$ cat src/fround_defines.svh
`ifndef FROUND_DEFINES_SVH
`define FROUND_DEFINES_SVH

// Horizontal timing in pixels
`define FROUND_H_TOTAL   384
`define FROUND_H_ACTIVE  320
`define FROUND_HS_START  336
`define FROUND_HS_END    368

// Vertical timing in lines
`define FROUND_V_TOTAL   264
`define FROUND_V_ACTIVE  240
`define FROUND_VS_START  244
`define FROUND_VS_END    248

// Register file and dump port address widths
`define FROUND_REG_AW    4
`define FROUND_DUMP_AW   4

`endif
$ cat src/fround_video_pkg.sv
`default_nettype none

package fround_video_pkg;

    typedef logic [8:0]  scroll_t;
    typedef logic [9:0]  obj_ofs_t;
    typedef logic [8:0]  hcnt_t;
    typedef logic [8:0]  vcnt_t;
    typedef logic [15:0] tile_addr_t;
    typedef logic [7:0]  status_t;

    // Everything the CPU sets up for the video side
    typedef struct packed {
        scroll_t     scra_x;
        scroll_t     scra_y;
        scroll_t     scrb_x;
        scroll_t     scrb_y;
        logic [15:0] scr_bank;
        obj_ofs_t    obj_dx;
        obj_ofs_t    obj_dy;
        logic [1:0]  prio;
        logic        hflip;
        logic        vflip;
    } video_ctrl_t;

    // Beam position with its blanking and sync
    typedef struct packed {
        hcnt_t h;
        vcnt_t v;
        logic  lhbl;
        logic  lvbl;
        logic  hs;
        logic  vs;
    } video_pos_t;

endpackage

`default_nettype wire

$ cat src/fround_bus_pkg.sv
`default_nettype none

`include "fround_defines.svh"

package fround_bus_pkg;

    typedef logic [`FROUND_REG_AW-1:0] reg_addr_t;
    typedef logic [7:0]                reg_data_t;

    // Wishbone classic, master to slave
    typedef struct packed {
        logic      cyc;
        logic      stb;
        logic      we;
        reg_addr_t adr;
        reg_data_t dat;
    } wb_req_t;

    typedef struct packed {
        logic      ack;
        reg_data_t dat;
    } wb_rsp_t;

    // Register map of the main CPU
    localparam reg_addr_t REG_SCRA_X    = 4'd0;
    localparam reg_addr_t REG_SCRB_X    = 4'd1;
    localparam reg_addr_t REG_SCRA_Y    = 4'd2;
    localparam reg_addr_t REG_SCRB_Y    = 4'd3;
    localparam reg_addr_t REG_FLAGS     = 4'd4;
    localparam reg_addr_t REG_BANK_LO   = 4'd5;
    localparam reg_addr_t REG_BANK_HI   = 4'd6;
    localparam reg_addr_t REG_OBJ_DX_LO = 4'd7;
    localparam reg_addr_t REG_OBJ_DX_HI = 4'd8;
    localparam reg_addr_t REG_OBJ_DY_LO = 4'd9;
    localparam reg_addr_t REG_OBJ_DY_HI = 4'd10;
    localparam reg_addr_t REG_SND_LATCH = 4'd11;
    localparam reg_addr_t REG_STATUS    = 4'd12;

endpackage

`default_nettype wire

$ cat src/fround_game.sv
`timescale 1ns/1ps
`default_nettype none

`include "fround_defines.svh"

module fround_game (
    input  wire                               clk,
    input  wire                               arst_n,
    input  wire                               pxl_cen,
    input  wire                               flip,
    input  wire fround_bus_pkg::wb_req_t      wb_req,
    input  wire                               snd_ack,
    input  wire [1:0]                         debug_sel,
    input  wire [`FROUND_DUMP_AW-1:0]         dump_addr,
    output fround_bus_pkg::wb_rsp_t           wb_rsp,
    output fround_video_pkg::status_t         snd_latch,
    output logic                              snd_irq,
    output logic                              lhbl,
    output logic                              lvbl,
    output logic                              hs,
    output logic                              vs,
    output fround_video_pkg::tile_addr_t      scra_addr,
    output fround_video_pkg::tile_addr_t      scrb_addr,
    output fround_video_pkg::status_t         debug_view,
    output fround_video_pkg::status_t         dump_dout
);

    import fround_video_pkg::*;

    video_ctrl_t vctrl;
    video_pos_t  pos;
    status_t     st_regs;
    status_t     st_video;

    assign st_video = pos.v[7:0];
    assign lhbl     = pos.lhbl;
    assign lvbl     = pos.lvbl;
    assign hs       = pos.hs;
    assign vs       = pos.vs;

    fround_ctrl_regs u_regs (
        .clk        ( clk         ),
        .arst_n     ( arst_n      ),
        .wb_req     ( wb_req      ),
        .snd_ack    ( snd_ack     ),
        .wb_rsp     ( wb_rsp      ),
        .vctrl      ( vctrl       ),
        .snd_latch  ( snd_latch   ),
        .snd_irq    ( snd_irq     ),
        .st_dout    ( st_regs     )
    );

    fround_video_timing u_timing (
        .clk        ( clk         ),
        .arst_n     ( arst_n      ),
        .pxl_cen    ( pxl_cen     ),
        .pos        ( pos         )
    );

    fround_scroll_addr u_scroll (
        .clk        ( clk         ),
        .arst_n     ( arst_n      ),
        .pxl_cen    ( pxl_cen     ),
        .pos        ( pos         ),
        .vctrl      ( vctrl       ),
        .flip       ( flip        ),
        .scra_addr  ( scra_addr   ),
        .scrb_addr  ( scrb_addr   )
    );

    // Sound status is the latch itself
    fround_debug_view u_debug (
        .clk        ( clk         ),
        .arst_n     ( arst_n      ),
        .debug_sel  ( debug_sel   ),
        .st_regs    ( st_regs     ),
        .st_video   ( st_video    ),
        .st_snd     ( snd_latch   ),
        .flip       ( flip        ),
        .dump_addr  ( dump_addr   ),
        .vctrl      ( vctrl       ),
        .debug_view ( debug_view  ),
        .dump_dout  ( dump_dout   )
    );

endmodule

`default_nettype wire

$ cat src/fround_debug_view.sv
`timescale 1ns/1ps
`default_nettype none

`include "fround_defines.svh"

module fround_debug_view (
    input  wire                                  clk,
    input  wire                                  arst_n,
    input  wire [1:0]                            debug_sel,
    input  wire fround_video_pkg::status_t       st_regs,
    input  wire fround_video_pkg::status_t       st_video,
    input  wire fround_video_pkg::status_t       st_snd,
    input  wire                                  flip,
    input  wire [`FROUND_DUMP_AW-1:0]            dump_addr,
    input  wire fround_video_pkg::video_ctrl_t   vctrl,
    output fround_video_pkg::status_t            debug_view,
    output fround_video_pkg::status_t            dump_dout
);

    import fround_bus_pkg::*;
    import fround_video_pkg::*;

    status_t dump_byte;

    // Same byte layout as the CPU writes it
    always_comb begin
        case (dump_addr)
            REG_SCRA_X:    dump_byte = vctrl.scra_x[7:0];
            REG_SCRB_X:    dump_byte = vctrl.scrb_x[7:0];
            REG_SCRA_Y:    dump_byte = vctrl.scra_y[7:0];
            REG_SCRB_Y:    dump_byte = vctrl.scrb_y[7:0];
            REG_FLAGS:     dump_byte = {vctrl.vflip, vctrl.hflip, vctrl.prio,
                                        vctrl.scrb_y[8], vctrl.scra_y[8],
                                        vctrl.scrb_x[8], vctrl.scra_x[8]};
            REG_BANK_LO:   dump_byte = vctrl.scr_bank[7:0];
            REG_BANK_HI:   dump_byte = vctrl.scr_bank[15:8];
            REG_OBJ_DX_LO: dump_byte = vctrl.obj_dx[7:0];
            REG_OBJ_DX_HI: dump_byte = {6'd0, vctrl.obj_dx[9:8]};
            REG_OBJ_DY_LO: dump_byte = vctrl.obj_dy[7:0];
            REG_OBJ_DY_HI: dump_byte = {6'd0, vctrl.obj_dy[9:8]};
            default:       dump_byte = '0;
        endcase
    end

    always_ff @(posedge clk or negedge arst_n) begin
        if (!arst_n) begin
            dump_dout  <= '0;
            debug_view <= '0;
        end else begin
            dump_dout <= dump_byte;
            case (debug_sel)
                2'd0:    debug_view <= st_regs;
                2'd1:    debug_view <= st_video;
                2'd2:    debug_view <= st_snd;
                default: debug_view <= {7'd0, flip};
            endcase
        end
    end

endmodule

`default_nettype wire

$ cat src/fround_scroll_addr.sv
`timescale 1ns/1ps
`default_nettype none

module fround_scroll_addr (
    input  wire                                  clk,
    input  wire                                  arst_n,
    input  wire                                  pxl_cen,
    input  wire fround_video_pkg::video_pos_t    pos,
    input  wire fround_video_pkg::video_ctrl_t   vctrl,
    input  wire                                  flip,
    output fround_video_pkg::tile_addr_t         scra_addr,
    output fround_video_pkg::tile_addr_t         scrb_addr
);

    import fround_video_pkg::*;

    logic flip_x;
    logic flip_y;

    // Same address rule for both layers
    function automatic tile_addr_t layer_addr(
        input logic [3:0] bank,
        input hcnt_t      h,
        input vcnt_t      v,
        input scroll_t    scr_x,
        input scroll_t    scr_y,
        input logic       fx,
        input logic       fy
    );
        scroll_t x;
        scroll_t y;
        x = h + scr_x;
        y = v + scr_y;
        if (fx) x = ~x;
        if (fy) y = ~y;
        // 8x8 tiles, so the low three bits drop out
        return {bank, y[8:3], x[8:3]};
    endfunction

    assign flip_x = flip ^ vctrl.hflip;
    assign flip_y = flip ^ vctrl.vflip;

    always_ff @(posedge clk or negedge arst_n) begin
        if (!arst_n) begin
            scra_addr <= '0;
            scrb_addr <= '0;
        end else if (pxl_cen) begin
            scra_addr <= layer_addr(vctrl.scr_bank[3:0], pos.h, pos.v,
                                    vctrl.scra_x, vctrl.scra_y, flip_x, flip_y);
            scrb_addr <= layer_addr(vctrl.scr_bank[11:8], pos.h, pos.v,
                                    vctrl.scrb_x, vctrl.scrb_y, flip_x, flip_y);
        end
    end

endmodule

`default_nettype wire

$ cat src/fround_video_timing.sv
`timescale 1ns/1ps
`default_nettype none

`include "fround_defines.svh"

module fround_video_timing (
    input  wire                              clk,
    input  wire                              arst_n,
    input  wire                              pxl_cen,
    output fround_video_pkg::video_pos_t     pos
);

    import fround_video_pkg::*;

    hcnt_t h_cnt;
    vcnt_t v_cnt;
    logic  running;

    // Keeps blanking low until the first clock out of reset
    always_ff @(posedge clk or negedge arst_n) begin
        if (!arst_n) begin
            running <= 1'b0;
        end else begin
            running <= 1'b1;
        end
    end

    always_ff @(posedge clk or negedge arst_n) begin
        if (!arst_n) begin
            h_cnt <= '0;
            v_cnt <= '0;
        end else if (pxl_cen) begin
            if (h_cnt == hcnt_t'(`FROUND_H_TOTAL - 1)) begin
                h_cnt <= '0;
                // Line done
                if (v_cnt == vcnt_t'(`FROUND_V_TOTAL - 1)) begin
                    v_cnt <= '0;
                end else begin
                    v_cnt <= v_cnt + 1'b1;
                end
            end else begin
                h_cnt <= h_cnt + 1'b1;
            end
        end
    end

    always_comb begin
        pos.h    = h_cnt;
        pos.v    = v_cnt;
        pos.lhbl = running && (h_cnt < hcnt_t'(`FROUND_H_ACTIVE));
        pos.lvbl = running && (v_cnt < vcnt_t'(`FROUND_V_ACTIVE));
        pos.hs   = (h_cnt >= hcnt_t'(`FROUND_HS_START)) && (h_cnt < hcnt_t'(`FROUND_HS_END));
        pos.vs   = (v_cnt >= vcnt_t'(`FROUND_VS_START)) && (v_cnt < vcnt_t'(`FROUND_VS_END));
    end

endmodule

`default_nettype wire

$ cat src/fround_ctrl_regs.sv
`timescale 1ns/1ps
`default_nettype none

module fround_ctrl_regs (
    input  wire                               clk,
    input  wire                               arst_n,
    input  wire fround_bus_pkg::wb_req_t      wb_req,
    input  wire                               snd_ack,
    output fround_bus_pkg::wb_rsp_t           wb_rsp,
    output fround_video_pkg::video_ctrl_t     vctrl,
    output fround_video_pkg::status_t         snd_latch,
    output logic                              snd_irq,
    output fround_video_pkg::status_t         st_dout
);

    import fround_bus_pkg::*;
    import fround_video_pkg::*;

    logic      cyc_new;
    logic      wr_en;
    reg_data_t rd_dat;
    status_t   wr_cnt;

    // Ack goes out once per cycle, one clock after the request shows up
    assign cyc_new = wb_req.cyc && wb_req.stb && !wb_rsp.ack;
    assign wr_en   = cyc_new && wb_req.we;

    // Only the latch and the status byte read back
    always_comb begin
        case (wb_req.adr)
            REG_SND_LATCH: rd_dat = snd_latch;
            REG_STATUS:    rd_dat = {7'd0, snd_irq};
            default:       rd_dat = '0;
        endcase
    end

    always_ff @(posedge clk or negedge arst_n) begin
        if (!arst_n) begin
            wb_rsp <= '0;
        end else begin
            wb_rsp.ack <= cyc_new;
            wb_rsp.dat <= (cyc_new && !wb_req.we) ? rd_dat : '0;
        end
    end

    // Write-only video registers
    always_ff @(posedge clk or negedge arst_n) begin
        if (!arst_n) begin
            vctrl <= '0;
        end else if (wr_en) begin
            case (wb_req.adr)
                REG_SCRA_X:    vctrl.scra_x[7:0]     <= wb_req.dat;
                REG_SCRB_X:    vctrl.scrb_x[7:0]     <= wb_req.dat;
                REG_SCRA_Y:    vctrl.scra_y[7:0]     <= wb_req.dat;
                REG_SCRB_Y:    vctrl.scrb_y[7:0]     <= wb_req.dat;
                REG_FLAGS: begin
                    vctrl.vflip     <= wb_req.dat[7];
                    vctrl.hflip     <= wb_req.dat[6];
                    vctrl.prio      <= wb_req.dat[5:4];
                    vctrl.scrb_y[8] <= wb_req.dat[3];
                    vctrl.scra_y[8] <= wb_req.dat[2];
                    vctrl.scrb_x[8] <= wb_req.dat[1];
                    vctrl.scra_x[8] <= wb_req.dat[0];
                end
                REG_BANK_LO:   vctrl.scr_bank[7:0]   <= wb_req.dat;
                REG_BANK_HI:   vctrl.scr_bank[15:8]  <= wb_req.dat;
                REG_OBJ_DX_LO: vctrl.obj_dx[7:0]     <= wb_req.dat;
                REG_OBJ_DX_HI: vctrl.obj_dx[9:8]     <= wb_req.dat[1:0];
                REG_OBJ_DY_LO: vctrl.obj_dy[7:0]     <= wb_req.dat;
                REG_OBJ_DY_HI: vctrl.obj_dy[9:8]     <= wb_req.dat[1:0];
                default: ;
            endcase
        end
    end

    // Sound command latch, a new command beats the acknowledge
    always_ff @(posedge clk or negedge arst_n) begin
        if (!arst_n) begin
            snd_latch <= '0;
            snd_irq   <= 1'b0;
        end else if (wr_en && wb_req.adr == REG_SND_LATCH) begin
            snd_latch <= wb_req.dat;
            snd_irq   <= 1'b1;
        end else if (snd_ack) begin
            snd_irq   <= 1'b0;
        end
    end

    // Accepted writes, wraps at 256
    always_ff @(posedge clk or negedge arst_n) begin
        if (!arst_n) begin
            wr_cnt <= '0;
        end else if (wr_en) begin
            wr_cnt <= wr_cnt + 1'b1;
        end
    end

    assign st_dout = wr_cnt;

endmodule

`default_nettype wire

$ cat config.mk
export PLATFORM = sky130hd
export DESIGN_NAME = fround_game
export DESIGN_NICKNAME = d
export VERILOG_FILES = /design/src/fround_video_pkg.sv /design/src/fround_bus_pkg.sv /design/src/fround_game.sv /design/src/fround_debug_view.sv /design/src/fround_scroll_addr.sv /design/src/fround_video_timing.sv /design/src/fround_ctrl_regs.sv
export VERILOG_INCLUDE_DIRS = /design/src /design/src/src
export SDC_FILE = /design/constraint.sdc
export NUM_CORES = 1
export LEC_CHECK = 0
export ABC_AREA = 1
export BUFFER_PORTS_ARGS = -buffer_cell sky130_fd_sc_hd__buf_2
export CAP_MARGIN = 15
export CORE_MARGIN = 4
export CORE_UTILIZATION = 40
export CTS_CLUSTER_DIAMETER = 40
export DETAILED_ROUTE_END_ITERATION = 7
export RECOVER_POWER = 25
export SYNTH_ARGS = -nofsm -noshare
export SYNTH_HDL_FRONTEND = slang
export SYNTH_SLANG_ARGS = --single-unit
$ cat constraint.sdc
create_clock -name clk -period 3.51 [get_ports clk]
set_input_delay 0.1755 -clock clk [delete_from_list [all_inputs] [get_ports clk]]
set_output_delay 0.1755 -clock clk [all_outputs]
set_load 0.02 [all_outputs]
==> results.toml <==
[run_status]
outcome = "complete, but fails checks"
violations = "capacitance limit, slew limit"

[setup_path]
worst_ep_arrival_time_ps = 2360
cp_startpoint_kind = "register"
crit_fanout = 14
crit_family = "simple AND/OR/NAND/NOR gates"
critical-path-max-stage-delay_ps = 450
cpMaxStageDelayCell = "nor2_2"
cp.required_ps = 3830
crit_path_cell_trace = "ha_1 -> nand2_1 -> nor2_1 -> nand2_1 -> nor2_2 -> inv_1 -> a21oi_1 -> nor2_1"
r2r_slack_ps = 1460
cp.buffers_inverters = 1
critical_path.endpoint_type = "register"
critPathKind = "register to register"

[place]
gp_congestion = 0.888
dp_hpwl_mm = 17.5
io_buffer_count = 95
post-place-cells = 1473

[detailed_routing]
detailroute.via_count = 7616
detail_route.drc_violations = 0
drt_first_iter_violations = 617
final_wl_mm = 24.0
dr.pass1.iters = 5
antenna_left = 0
routed_wire_length_per_instance_um = 15.9
vias_per_cell = 5.06

[logic_synthesis]
synth-warning-count = 0
yosys.cell_types.count = 36
ys_async_sr_fraction = 1.00
number_of_flops_mapped_to_enable_cells_by_yosys = 0
mapped_cells = 1125
synth_seq_area_share = 0.470
yosys_register_bits = 169
synth.net_count = 1182
ys.flop_type = "dfrtp_1"
syn_area_um2 = 9000
post_synth.cell_area_avg_um2 = 8.00

[clock_network]
cts_tree = "built"
cts.clk_slew.worst_paths_ps = 70
post_cts.resized_instances = 0
tritoncts.num_buffers = 17
cts_max_path_buffers = 2
cts_setup_buffers = 0
skew_pair_late_insertion_delay_ps = 430
clock_tree.htree_level_count = 4
clock_sink_count = 169
cts_root_buf = "clkbuf_16"

[sta]
fin_skew_ps = 15.1
finalMaxSlewViolations = 66
setup_viol = 0
achievable-frequency_ghz = 0.488
fin_crit_ps = 2050
grt_setup_unrepaired = "no"
worst_slew_pin_slew_ps = 1730
tns_ps = 0
min_period_over_period = 0.583
max_slew_margin = -0.154
finalHoldViolCount = 0

[power]
swShare = 0.345
p_switching_w = 0.00194
internal_power_w = 0.00367
power_frac_comb = 0.223
clockPowerShare = 0.338
power_per_cell_area_nw_per_um2 = 547
vdd.ir_drop.worst_uv = 290
leakage_nw = 5.41
seqPwrFrac = 0.439

[grt]
first_global_vias = 7240
grt_remaining_overflow = 0
grt_busiest_layer = "met2"
pin_count_of_the_biggest_net_entering_global_routing = 78
grt_first_pass_wirelength_mm = 39.1
grtUsageMet1 = 0.291
grt_util_all_layers = 0.198
met3_usage = 0.0301
antenna_found_initial = 0
grt_use_met2 = 0.314

[cells_and_area]
finalNonFillerCells = 1506
fill_cells = 2158
most_common_cell_after_layout_fill_and_taps_aside = "nand2_1"
commonest_cells_after_routing_fill_and_taps_aside = "nand2_1, dfrtp_1, inv_1"
layout-area-overhead-vs-synth_pct = 13.9
antenna-diode-count = 0
post_route_cells_drive_above_1_share = 0.131
final_net_count = 1271

[die]
pin_count = 96
die_area_um2 = 25000
die_width_um = 158
die_h_um = 158
number_of_rows_in_the_core_area = 54
core_um2 = 22000
initial_core_util = 0.410

[hold_path]
hold_path_class = "input port to register"

[job]
cap_violations = 1
## cells by family after synthesis
group / synth area share
AND/OR/NAND/NOR: 0.283
flip-flops: 0.470
AO/OA/AOI/OAI: 0.103
buffers and inverters: 0.0685
XOR/XNOR: 0.0331
adder cells (fa/ha/maj): 0.0431
other: 0.000416
## metrics by stage
step	total power [W]	util	hold WS, ps	worst slack (ps)	area [um^2]
6_report	0.00561	0.467	22.0	1460	10300
5_1_grt	0.00596	0.467	22.4	1150	10300
4_1_cts	0.00566	0.468	12.5	1440	10300
3_5_place_dp	0.00376	0.441	219	1470	9680
3_3_place_gp	0.00374	0.441	218	1510	9680
2_1_floorplan	0.00332	-	-120	1950	9000
## Yosys cell counts, types with 2 or more instances
library cell | count | area share
and3_1 | 2 | 0.0014
nand3_1 | 108 | 0.060
nand4_4 | 3 | 0.0071
inv_2 | 3 | 0.0013
nand2_1 | 385 | 0.16
nand2_2 | 8 | 0.0056
o21a_1 | 8 | 0.0067
or2_2 | 3 | 0.0021
buf_4 | 2 | 0.0017
inv_1 | 109 | 0.045
nor2_2 | 5 | 0.0035
o21ai_2 | 20 | 0.019
a21oi_1 | 41 | 0.023
buf_6 | 9 | 0.011
xor2_1 | 27 | 0.026
clkbuf_1 | 14 | 0.0058
o21ai_1 | 46 | 0.026
buf_2 | 4 | 0.0022
buf_1 | 2 | 0.00083
nor2_1 | 39 | 0.016
o221ai_1 | 6 | 0.0058
dfrtp_1 | 169 | 0.47
ha_1 | 31 | 0.043
nor3_1 | 15 | 0.0083
nand4_1 | 15 | 0.010
o21ai_0 | 34 | 0.019
xnor2_1 | 7 | 0.0068
nor3_4 | 2 | 0.0036
## layer usage
layer / up-vias / routed length [um] / part of all wire
met4: 0 / 294 / 0.012
met3: 25 / 1030 / 0.043
met1: 3564 / 11800 / 0.49
li1: 3832 / - / -
met2: 195 / 10900 / 0.45
met5: - / 0 / 0
## final timing paths
path,startpoint,to,cells after the start
min reg2reg,u_scroll.scrb_addr[4]$_DFFE_PN0P_,u_scroll.scrb_addr[4]$_DFFE_PN0P_,2
max in group asynchronous,arst_n,u_debug.dump_dout[6]$_DFF_PN0_,3
max reg2reg,u_timing.h_cnt[0]$_DFFE_PN0P_,u_timing.v_cnt[2]$_DFFE_PN0P_,8
min in group asynchronous,arst_n,u_scroll.scra_addr[8]$_DFFE_PN0P_,2
max,u_timing.h_cnt[0]$_DFFE_PN0P_,u_timing.v_cnt[2]$_DFFE_PN0P_,8
min,debug_sel[1],u_debug.debug_view[0]$_DFF_PN0_,3
## worst reg2reg max path, stage by stage, from the launching register on
cell	delay, ps
dfrtp_1	430
ha_1	190
nand2_1	80
nor2_1	180
nand2_1	130
nor2_2	450
inv_1	250
a21oi_1	170
nor2_1	50
## repair_timing
action                                 CTS  global route
hold buffers                             2             0
setup endpoints to repair                0             0
endpoints found under the hold margin   65             0
## cell type report
cell class	count	area, um^2	area share
clock buffers	17	425	0.0415
clock inverters	14	155	0.0151
inverters	112	420	0.0410
multi-input cells	813	4150	0.405
flip-flops and latches	169	4230	0.412
well taps	280	350	0.0342
repair buffers	101	523	0.0510
## flip-flops by register name (all words and copies together) (netlist names)
signal	cells
u_debug.debug_view	8
u_timing.h_cnt	9
u_scroll.scrb_addr	16
u_regs.st_dout	8
u_regs.vctrl	76
u_debug.dump_dout	8
u_regs.snd_irq	1
u_timing.v_cnt	9
u_timing.running	1
u_scroll.scra_addr	16
u_regs.wb_rsp	9
u_regs.snd_latch	8
## power by group through the flow
stage          Combinational, W  Clock [W]  Sequential (W)
6_report                0.00125    0.00189         0.00246
3_5_place_dp            0.00126          0         0.00250
2_1_floorplan          0.000752          0         0.00257
3_3_place_gp            0.00124          0         0.00250
5_1_grt                 0.00144    0.00202         0.00250
4_1_cts                 0.00127    0.00192         0.00246
(Power assumes the default switching activity.)
